### src/source/bridge_pkg.sv
package bridge_pkg;

   // apb register port is a 32-bit word on a 6-bit byte address
   typedef logic [31:0] csr_word_t;
   typedef logic [5:0]  apb_addr_t;

   // the host window port loses its top two address bits on the way in
   typedef logic [29:0] host_addr_t;

   // core physical and host dram addresses are both full 32-bit words
   typedef logic [31:0] core_addr_t;
   typedef logic [31:0] ps_addr_t;

   // core dram address with two views
   // the raw word feeds the rebase and the range check
   // the field view gives the profiler its region number
   typedef union packed
   {
      core_addr_t raw;
      struct packed
      {
         logic [1:0]  upper;
         logic [6:0]  region;
         logic [22:0] offset;
      } fields;
   } dram_addr_u;

   // core dram starts at 2 GB and the host window toggles this bit away
   localparam core_addr_t CORE_DRAM_BASE = 32'h8000_0000;

   // host addresses above this point reach core local space
   localparam core_addr_t HOST_WIN_SPLIT = 32'h2000_0000;

   // control register map
   localparam apb_addr_t REG_RUN      = 6'h00;
   localparam apb_addr_t REG_ALLOC    = 6'h04;
   localparam apb_addr_t REG_BASE     = 6'h08;
   localparam apb_addr_t REG_PROF0    = 6'h10;
   localparam apb_addr_t REG_PROF1    = 6'h14;
   localparam apb_addr_t REG_PROF2    = 6'h18;
   localparam apb_addr_t REG_PROF3    = 6'h1C;
   localparam apb_addr_t REG_PROF_CLR = 6'h20;

   // one bitmap bit per 8 MB region of the 1 GB window under bits 29:23
   localparam int unsigned PROF_REGIONS = 128;

endpackage
### src/source/zynq_bridge_top.sv
`timescale 1ns/1ps

module zynq_bridge_top
   import bridge_pkg::*;
   #(
     // bytes of host dram that the core is expected to use
     parameter int unsigned dram_limit_p = 64*1024*1024
   )
   (
    input  logic       aclk_i
   ,input  logic       rst_n_i

    // apb control register port
   ,input  logic       psel_i
   ,input  logic       penable_i
   ,input  logic       pwrite_i
   ,input  apb_addr_t  paddr_i
   ,input  csr_word_t  pwdata_i
   ,output csr_word_t  prdata_o
   ,output logic       pready_o
   ,output logic       pslverr_o

    // host window translation
   ,input  logic       host_addr_v_i
   ,input  host_addr_t host_addr_i
   ,output logic       core_addr_v_o
   ,output core_addr_t core_addr_o

    // core dram rebasing
   ,input  logic       dram_v_i
   ,input  dram_addr_u dram_addr_i
   ,output logic       ps_addr_v_o
   ,output ps_addr_t   ps_addr_o
   ,output logic       dram_range_err_o

    // core reset, low true
   ,output logic       core_reset_n_o
   );

   logic       core_run;
   ps_addr_t   base_addr;
   logic [1:0] prof_sel;
   logic       prof_clr;
   csr_word_t  prof_word;

   // register decode
   bridge_csr_decode csr
     (.aclk_i         (aclk_i)
     ,.rst_n_i        (rst_n_i)
     ,.psel_i         (psel_i)
     ,.penable_i      (penable_i)
     ,.pwrite_i       (pwrite_i)
     ,.paddr_i        (paddr_i)
     ,.pwdata_i       (pwdata_i)
     ,.prdata_o       (prdata_o)
     ,.pready_o       (pready_o)
     ,.pslverr_o      (pslverr_o)
     ,.prof_word_i    (prof_word)
     ,.core_run_o     (core_run)
     ,.base_addr_o    (base_addr)
     ,.prof_sel_o     (prof_sel)
     ,.prof_clr_o     (prof_clr)
     ,.core_reset_n_o (core_reset_n_o)
     );

   // address translation
   bridge_addr_translate #
     (.dram_limit_p(dram_limit_p))
   xlate
     (.aclk_i           (aclk_i)
     ,.rst_n_i          (rst_n_i)
     ,.host_addr_v_i    (host_addr_v_i)
     ,.host_addr_i      (host_addr_i)
     ,.core_addr_v_o    (core_addr_v_o)
     ,.core_addr_o      (core_addr_o)
     ,.dram_v_i         (dram_v_i)
     ,.dram_addr_i      (dram_addr_i)
     ,.base_addr_i      (base_addr)
     ,.ps_addr_v_o      (ps_addr_v_o)
     ,.ps_addr_o        (ps_addr_o)
     ,.dram_range_err_o (dram_range_err_o)
     );

   // memory profiling sees the same dram requests as the translator
   bridge_mem_profiler prof
     (.aclk_i      (aclk_i)
     ,.rst_n_i     (rst_n_i)
     ,.core_run_i  (core_run)
     ,.dram_v_i    (dram_v_i)
     ,.dram_addr_i (dram_addr_i)
     ,.prof_sel_i  (prof_sel)
     ,.prof_clr_i  (prof_clr)
     ,.prof_word_o (prof_word)
     );

endmodule

### src/source/bridge_mem_profiler.sv
`timescale 1ns/1ps

module bridge_mem_profiler
   import bridge_pkg::*;
   (
    input  logic       aclk_i
   ,input  logic       rst_n_i

    // the profiler runs only while the core is out of reset
   ,input  logic       core_run_i

    // dram requests from the core
   ,input  logic       dram_v_i
   ,input  dram_addr_u dram_addr_i

    // host readout and clear
   ,input  logic [1:0] prof_sel_i
   ,input  logic       prof_clr_i
   ,output csr_word_t  prof_word_o
   );

   // one sticky bit per region touched since the last clear
   logic [PROF_REGIONS-1:0] bitmap_r;

   always_ff @(posedge aclk_i or negedge rst_n_i)
   begin
      if (!rst_n_i)
         bitmap_r <= '0;
      // a clear wins over a request in the same cycle
      else if (prof_clr_i || !core_run_i)
         bitmap_r <= '0;
      else if (dram_v_i)
         bitmap_r[dram_addr_i.fields.region] <= 1'b1;
   end

   // the selected quarter goes straight back to the apb read mux
   assign prof_word_o = bitmap_r[{prof_sel_i, 5'b0} +: 32];

   // a host clear empties the whole map by the following cycle
   clear_empties_map: assert property (
      @(posedge aclk_i) disable iff (!rst_n_i)
      prof_clr_i |=> (bitmap_r == '0)
   );

endmodule

### src/source/bridge_addr_translate.sv
`timescale 1ns/1ps

module bridge_addr_translate
   import bridge_pkg::*;
   #(
     parameter int unsigned dram_limit_p = 64*1024*1024
   )
   (
    input  logic       aclk_i
   ,input  logic       rst_n_i

    // host window port, one address per cycle
   ,input  logic       host_addr_v_i
   ,input  host_addr_t host_addr_i
   ,output logic       core_addr_v_o
   ,output core_addr_t core_addr_o

    // core dram port, one request per cycle
   ,input  logic       dram_v_i
   ,input  dram_addr_u dram_addr_i
   ,input  ps_addr_t   base_addr_i
   ,output logic       ps_addr_v_o
   ,output ps_addr_t   ps_addr_o
   ,output logic       dram_range_err_o
   );

   core_addr_t host_wide;
   core_addr_t host_offset;
   core_addr_t dram_off;

   // the lower window lands in core dram and the upper window in core local space
   // both are a single bit flip of the incoming address
   assign host_wide   = core_addr_t'(host_addr_i);
   assign host_offset = (host_wide > HOST_WIN_SPLIT) ? HOST_WIN_SPLIT : CORE_DRAM_BASE;

   // dropping the core dram base leaves the byte offset into the allocated block
   assign dram_off = dram_addr_i.raw ^ CORE_DRAM_BASE;

   // valids and the range flag trail their requests by one cycle
   always_ff @(posedge aclk_i or negedge rst_n_i)
   begin
      if (!rst_n_i)
      begin
         core_addr_v_o    <= 1'b0;
         ps_addr_v_o      <= 1'b0;
         dram_range_err_o <= 1'b0;
      end
      else
      begin
         core_addr_v_o    <= host_addr_v_i;
         ps_addr_v_o      <= dram_v_i;
         // anything past the allocated size points outside the host buffer
         dram_range_err_o <= dram_v_i & (dram_off > dram_limit_p);
      end
   end

   // address payloads only load when their valid is high
   always_ff @(posedge aclk_i)
   begin
      if (host_addr_v_i)
         core_addr_o <= host_wide ^ host_offset;
      if (dram_v_i)
         ps_addr_o <= dram_off + base_addr_i;
   end

   // the flag only means something alongside a rebased address
   range_err_with_valid: assert property (
      @(posedge aclk_i) disable iff (!rst_n_i)
      dram_range_err_o |-> ps_addr_v_o
   );

endmodule

### src/source/bridge_csr_decode.sv
`timescale 1ns/1ps

module bridge_csr_decode
   import bridge_pkg::*;
   (
    input  logic      aclk_i
   ,input  logic      rst_n_i

    // apb slave
   ,input  logic      psel_i
   ,input  logic      penable_i
   ,input  logic      pwrite_i
   ,input  apb_addr_t paddr_i
   ,input  csr_word_t pwdata_i
   ,output csr_word_t prdata_o
   ,output logic      pready_o
   ,output logic      pslverr_o

    // profiler word readback
   ,input  csr_word_t prof_word_i

    // control outputs to the rest of the bridge
   ,output logic      core_run_o
   ,output ps_addr_t  base_addr_o
   ,output logic [1:0] prof_sel_o
   ,output logic      prof_clr_o
   ,output logic      core_reset_n_o
   );

   logic      access;
   logic      mapped;
   logic      is_prof;
   logic      is_clr;
   logic      slv_err;
   logic      wr_ok;
   csr_word_t rd_data;

   // run bit releases the core, alloc tells software the dram is ready
   logic      run_r;
   logic      alloc_r;
   ps_addr_t  base_r;

   // the access phase is the second cycle of every transfer
   assign access = psel_i & penable_i;

   // register decode and read mux share one case on the address
   always_comb
   begin
      mapped  = 1'b1;
      is_prof = 1'b0;
      is_clr  = 1'b0;
      rd_data = '0;
      case (paddr_i)
         REG_RUN:   rd_data = csr_word_t'(run_r);
         REG_ALLOC: rd_data = csr_word_t'(alloc_r);
         REG_BASE:  rd_data = base_r;
         REG_PROF0, REG_PROF1, REG_PROF2, REG_PROF3:
         begin
            is_prof = 1'b1;
            rd_data = prof_word_i;
         end
         // the clear register is write only and reads as zero
         REG_PROF_CLR: is_clr = 1'b1;
         default:      mapped = 1'b0;
      endcase
   end

   // profiler words are read only and the clear register is write only
   assign slv_err = access & (~mapped | (pwrite_i & is_prof) | (~pwrite_i & is_clr));

   // a failed write leaves every register as it was
   assign wr_ok = access & pwrite_i & ~slv_err;

   always_ff @(posedge aclk_i or negedge rst_n_i)
   begin
      if (!rst_n_i)
      begin
         run_r   <= 1'b0;
         alloc_r <= 1'b0;
         base_r  <= '0;
      end
      else if (wr_ok)
      begin
         case (paddr_i)
            REG_RUN:   run_r   <= pwdata_i[0];
            REG_ALLOC: alloc_r <= pwdata_i[0];
            REG_BASE:  base_r  <= pwdata_i;
            default:   run_r   <= run_r;
         endcase
      end
   end

   // no wait states so ready simply tracks the access phase
   assign pready_o  = access;
   assign pslverr_o = slv_err;
   assign prdata_o  = rd_data;

   // REG_PROF0 sits on a 16-byte boundary so bits 3:2 pick the word
   assign prof_sel_o = paddr_i[3:2];

   // the pulse lasts exactly the access phase of the write
   assign prof_clr_o = access & pwrite_i & is_clr & pwdata_i[0];

   assign core_run_o  = run_r;
   assign base_addr_o = base_r;

   // run_r clears asynchronously, so the core stays in reset with rst_n_i low
   assign core_reset_n_o = run_r;

   // a master must select the slave before it enters the access phase
   penable_needs_psel: assert property (
      @(posedge aclk_i) disable iff (!rst_n_i)
      $rose(penable_i) |-> psel_i
   );

endmodule

### config.mk
export PLATFORM = sky130hd
export DESIGN_NAME = zynq_bridge_top
export DESIGN_NICKNAME = d
export VERILOG_FILES = /design/src/source/bridge_pkg.sv /design/src/source/zynq_bridge_top.sv /design/src/source/bridge_mem_profiler.sv /design/src/source/bridge_addr_translate.sv /design/src/source/bridge_csr_decode.sv
export SDC_FILE = /design/constraint.sdc
export NUM_CORES = 1
export LEC_CHECK = 0
export ABC_CLOCK_PERIOD_IN_PS = 3100
export BUFFER_PORTS_ARGS = -buffer_cell sky130_fd_sc_hd__buf_2
export CAP_MARGIN = 10
export CORE_MARGIN = 1.5
export CORE_UTILIZATION = 45
export CTS_CLUSTER_DIAMETER = 50
export CTS_CLUSTER_SIZE = 28
export DETAILED_ROUTE_END_ITERATION = 6
export PLACE_DENSITY = 0.67
export SLEW_MARGIN = 20
export SYNTH_ARGS = -nofsm -noshare
export SYNTH_HDL_FRONTEND = slang
export SYNTH_SLANG_ARGS = --single-unit
export TNS_END_PERCENT = 5
### constraint.sdc
create_clock -name aclk_i -period 3.1 [get_ports aclk_i]
set_input_delay 0 -clock aclk_i [delete_from_list [all_inputs] [get_ports aclk_i]]
set_output_delay 0 -clock aclk_i [all_outputs]
set_load 0.01 [all_outputs]
### Word-level counts from Yosys, hierarchy flattened

Index checks and enable logic that the tools add are counted.

* add/subtract/negate cells: 1
* magnitude comparators: 4
* equality and inequality tests: 7
* shift-type cells: 1
* muxes and demuxes: 9
* bitwise operators: 17
* reduce and logical (&&, ||, !) cells: 10

Operators with widths (count)
* 2-to-1 mux 128 bit: 2
* OR 128 bit: 1
* case mux 32 bit (4 select lines): 1
* indexed part select 128 x 8 -> 32 bit: 1
* adder 32 bit: 1
* greater-than comparator 32 x 27 -> 1 bit, second input constant: 1
* 2-to-1 mux 32 bit: 1
* bitwise XOR 30 x 32 -> 32 bit: 1
* greater-than comparator 30 bit, second input constant: 1
* equality test 6 x 5 -> 1 bit, second input constant: 4
* AND 1 bit: 9
* < comparator 7 x 8 -> 1 bit, second input constant: 1
* OR reduction 8 bit: 1
* demux 1 bit (select 7 bit): 1
* >= comparator 7 x 1 -> 1 bit, second input constant: 1
* equality test 6 x 3 -> 1 bit, second input constant: 1
* equality test 6 x 4 -> 1 bit, second input constant: 1
* equality test 6 bit, second input constant: 1
* logical NOT 6 bit: 1
* AND reduction 2 bit: 3
* 2-to-1 mux 1 bit: 4
* NOT 1 bit: 4
* OR reduction 4 bit: 1
* OR 1 bit: 2
* other kinds (4): 4

* register bits: 229
* bits of input ports: 107
* output and inout bits: 102
* logic and storage cells: 58

### Depth between registers and ports, before layout

* depth in word-level cells: 10
* mapped depth: 9
* depth with buffers taken out: 9

### Hierarchy

A second synthesis with hierarchy kept.

* cell total of the unflattened synthesis: 982
* area total of the unflattened synthesis: 11418.5 µm²

By module, submodules not included
* bridge_mem_profiler: instances 1, cells each 508, area an instance 5738.0 µm², seq. area each 3203.1 µm²
* bridge_addr_translate: instances 1, cells each 331, area an instance 3891.2 µm², seq. area each 1966.9 µm²
* bridge_csr_decode: instances 1, cells each 143, area an instance 1789.2 µm², seq. area each 850.8 µm²

### Least setup slack after synthesis

Ideal clock, no wire load.

* path kind: reg-to-reg
* start point: reg csr.base_r[0], in the netlist csr.base_addr_o[0]
* end point: reg xlate.ps_addr_o[30], data pin
* setup time: 0.260 ns
* arrival time: 2.242 ns
* data required time: 2.840 ns
* slack: 0.598 ns
* stages on the path, launching flop included: 10
* buffers on the path: 0
* clock period less this slack: 2.502 ns
* path through: dfrtp_1 ha_1 fa_1 a21oi_1 o211ai_1 a22o_1 a211o_2 a31oi_4 o21ai_2 xor2_1

* cells in the longest elaborated chain, start to end: 1

RTL lines
* from (decl): RTL line bridge_csr_decode.sv:41 `ps_addr_t base_r;`
* from (signal assigned): RTL line bridge_csr_decode.sv:87 `REG_BASE: base_r <= pwdata_i;`
* adder 32 bit: RTL line bridge_addr_translate.sv:63 `ps_addr_o <= dram_off + base_addr_i;`
* to (signal assigned): RTL line bridge_addr_translate.sv:63
* to (decl): RTL line bridge_addr_translate.sv:23 `,output ps_addr_t ps_addr_o`

Every way passes these cells.
A chain may end at the register's enable or synchronous reset.

### Worst setup path in the final report

* start point: reg csr.base_r[0], in the netlist csr.base_addr_o[0]
* end point: reg xlate.ps_addr_o[24], data pin

Same word-level chain as after synthesis.

==> impl_metrics.env <==
export IMPL_synth_nets=1087
export IMPL_clk_latency_ns=0.52
export IMPL_coreArea_um2=23700
export IMPL_layout_cells_non_filler=1558
export IMPL_crit_fanout=3
export IMPL_power_mw=6.73
export IMPL_worst_ir_drop_vdd_mv=0.480
export IMPL_synth_cell_types=62
export IMPL_crit_path_start="csr.base_addr_o[0]"
export IMPL_routedWlPerCell_um=20.2
export IMPL_outcome="completed"
export IMPL_p_switching_mw=1.68
export IMPL_syn_cell_area_um2=10900
export IMPL_max_freq_mhz=358
export IMPL_min_from="dram_v_i"
export IMPL_drt_wl_total_mm=31.5
export IMPL_seqPwrFrac=0.483
export IMPL_synth_fa_ha_area_frac=0.0373
export IMPL_cts_max_level=1
export IMPL_power_density_nw_per_um2=489
export IMPL_skew_ns=0.0116
export IMPL_antenna_found_initial=0
export IMPL_cts_root_buf="clkbuf_16"
export IMPL_fin_crit_sh=0.902
export IMPL_numCtsBuffers=23
export IMPL_arrival_ns=3.06
export IMPL_placedCellCount=1444
export IMPL_path_clk_slew_ns=0.06
export IMPL_p_comb_frac=0.119
export IMPL_fp_dieArea_um2=25200
export IMPL_async_flop_share=0.724
export IMPL_drt_pre_antenna_iters=5
export IMPL_ys_seq_area_frac=0.551
export IMPL_globalRoute_totalOverflow=0
export IMPL_finalSetupTns_ns=0
export IMPL_synth_cells=948
export IMPL_yosysWarnings=0
export IMPL_r2r_start="csr.base_addr_o[0]"
export IMPL_routabilityCongestion=0.909
export IMPL_fin_hold_ws_ns=0.0118
export IMPL_cts_tree="yes"
export IMPL_r2r_slack_ns=0.30
export IMPL_post_cts_buffers=0
export IMPL_nNetsFinal=1362
export IMPL_syn_avg_cell_area_um2=11.5
export IMPL_diodes=0
export IMPL_postLayoutCellArea_um2=13700
export IMPL_hold_class="in -> reg"
export IMPL_place_ws_ns=0.359
export IMPL_ioPinCount=209
export IMPL_synth_seq_cells=228
export IMPL_rsz0062_at_grt="no"
export IMPL_setup_viol=0
export IMPL_grt_pass1_vias=8749
export IMPL_swShare=0.250
export IMPL_place_area_um2=12300
export IMPL_clockBufferDepth=3
export IMPL_rows=56
export IMPL_drt_initial_drc_count=648
export IMPL_period_minus_slack_ns=2.80
export IMPL_crit_type="reg -> reg"
export IMPL_synth_compound_area_frac=0.150
export IMPL_max_cap_violations=0
export IMPL_place_hpwl_mm=21.9
export IMPL_crit_end="xlate.ps_addr_o[24]"
export IMPL_final_util=0.580
export IMPL_vias=8849
export IMPL_numPortBuffers=207
export IMPL_vias_per_cell=5.68
export IMPL_r2r_end="xlate.ps_addr_o[24]"
export IMPL_synth_top_family_by_area="compound AO/OA/AOI/OAI gates"
export IMPL_synthMuxAreaShare=0.102
export IMPL_drcViolationCount=0
export IMPL_pwr_share_clk=0.398
export IMPL_grt_max_degree=129
export IMPL_setup_worst_path_start_class="flip-flop"
export IMPL_synth_simple_area_share=0.108
export IMPL_required_ns=3.36
export IMPL_clock_sinks=228
export IMPL_die_y_um=159
export IMPL_syn_to_final_growth_pct=25.7
export IMPL_grtUsageTotal=0.245
export IMPL_power_leakage_nw=6.10
export IMPL_synth_xor_area_frac=0.0240
export IMPL_worstMarginPinSlew_ns=0.995
export IMPL_die_w_um=159
export IMPL_initial_core_util=0.462
export IMPL_finalWorstSetupSlack_ns=0.303
export IMPL_synth_flop_cell="dfrtp_1"
export IMPL_antenna_left=0
export IMPL_p_int_mw=5.04
export IMPL_grt_pass1_wl_mm=48.6
export IMPL_drive_above_1_share=0.279
export IMPL_finalHoldViolCount=0
export IMPL_ff2ff_path_depth=9
export IMPL_max_slew_margin_rel=0.332
export IMPL_end_kind="flip-flop"
export IMPL_synth_edf_count=63
export IMPL_drv_slew=0
## placed cells by master, fill, tap and decap left out, drive strengths merged, types with 3 or more instances in the layout
master,n
buf,228
nor2,168
dfrtp,165
a21oi,161
dlygate4sd3,73
edfxtp,63
mux2,34
a22o,33
mux4,32
clkbuf,32
ha,31
nand2,26
xnor2,19
o21ai,16
a21o,15
nor3,14
nor4,14
xor2,11
nand4,10
inv,10
nand2b,9
a211oi,7
o21bai,6
a31oi,5
o21a,4
nand3,4
o211ai,3
or2,3
and2,3
nor2b,3
nor4b,3
o41ai,3
and3,3
a21boi,3
clkinv,3
## worst min path at each step
stage,depth (start not counted),end,slack (ns)
finish,2,xlate.ps_addr_v_o,0.01
global route,3,xlate.ps_addr_o[3],0.02
CTS,2,xlate.ps_addr_v_o,0.004
detailed placement,1,prof.bitmap_r[24],0.04
global placement,1,prof.bitmap_r[24],0.04
floorplan,0,csr.alloc_r,-0.30
## critical path: stages (launching register included)
cell	delay (ns)
dfrtp_1	0.40
ha_1	0.23
fa_1	0.43
a21oi_1	0.20
o211ai_1	0.16
a211oi_1	0.44
o22ai_1	0.22
nor2_1	0.19
o21ai_0	0.12
xor2_1	0.16
## per-layer routing
layer  vias to the layer above  global-route usage  wire length (um)
met2                       294               0.410             15500
li1                       4047                   -                 -
met3                        70              0.0408              1770
met4                         0              0.0978              1280
met1                      4438               0.318             12900
met5                         -                   0                 0
## area by class of cell
class	instances	area [um2]
clock inverter	9	68.8
tap	319	399
inverter	6	22.5
fill	1968	9940
timing repair buffer	301	1940
sequential	228	6020
clock buffer	32	662
multi-input combinational	663	4630
## synth_stat cells (all sizes together), types with 16 or more instances
master	number	area, um2
nor2	168	631
dfrtp	165	4130
a21oi	161	806
edfxtp	63	1890
mux2	34	383
a22o	33	289
mux4	32	721
ha	31	388
buf	29	180
nand2	26	97.6
clkbuf	22	95.1
xnor2	19	166
o21ai	16	83.8
## logic make-up after synthesis
group	after synthesis
flip-flops	228
AO/OA/AOI/OAI	268
buffers and inverters	57
AND/OR/NAND/NOR	265
XOR/XNOR	30
adder cells (fa/ha/maj)	32
other	1
multiplexers	67
## flip-flops by register name (all words and copies together) (netlist names), 31 cells and up
signal / count
prof.bitmap_r: 128
csr.base_addr_o: 32
xlate.ps_addr_o: 32
xlate.core_addr_o: 31
## power groups by stage
stage / clock network [mW] / registers, mW / logic, mW
finish: 2.68 / 3.25 / 0.799
global route: 2.84 / 3.26 / 0.867
CTS: 2.72 / 3.25 / 0.797
detailed placement: 0 / 3.30 / 0.724
global placement: 0 / 3.30 / 0.724
floorplan: 0 / 3.34 / 0.359
## timing repair
| item | 4_1_cts | 5_1_grt |
|---|---|---|
| hold endpoints to repair | 133 | 0 |
| resized for setup | 0 | 0 |
| hold buffers | 73 | 0 |
(Power assumes the default switching activity.)
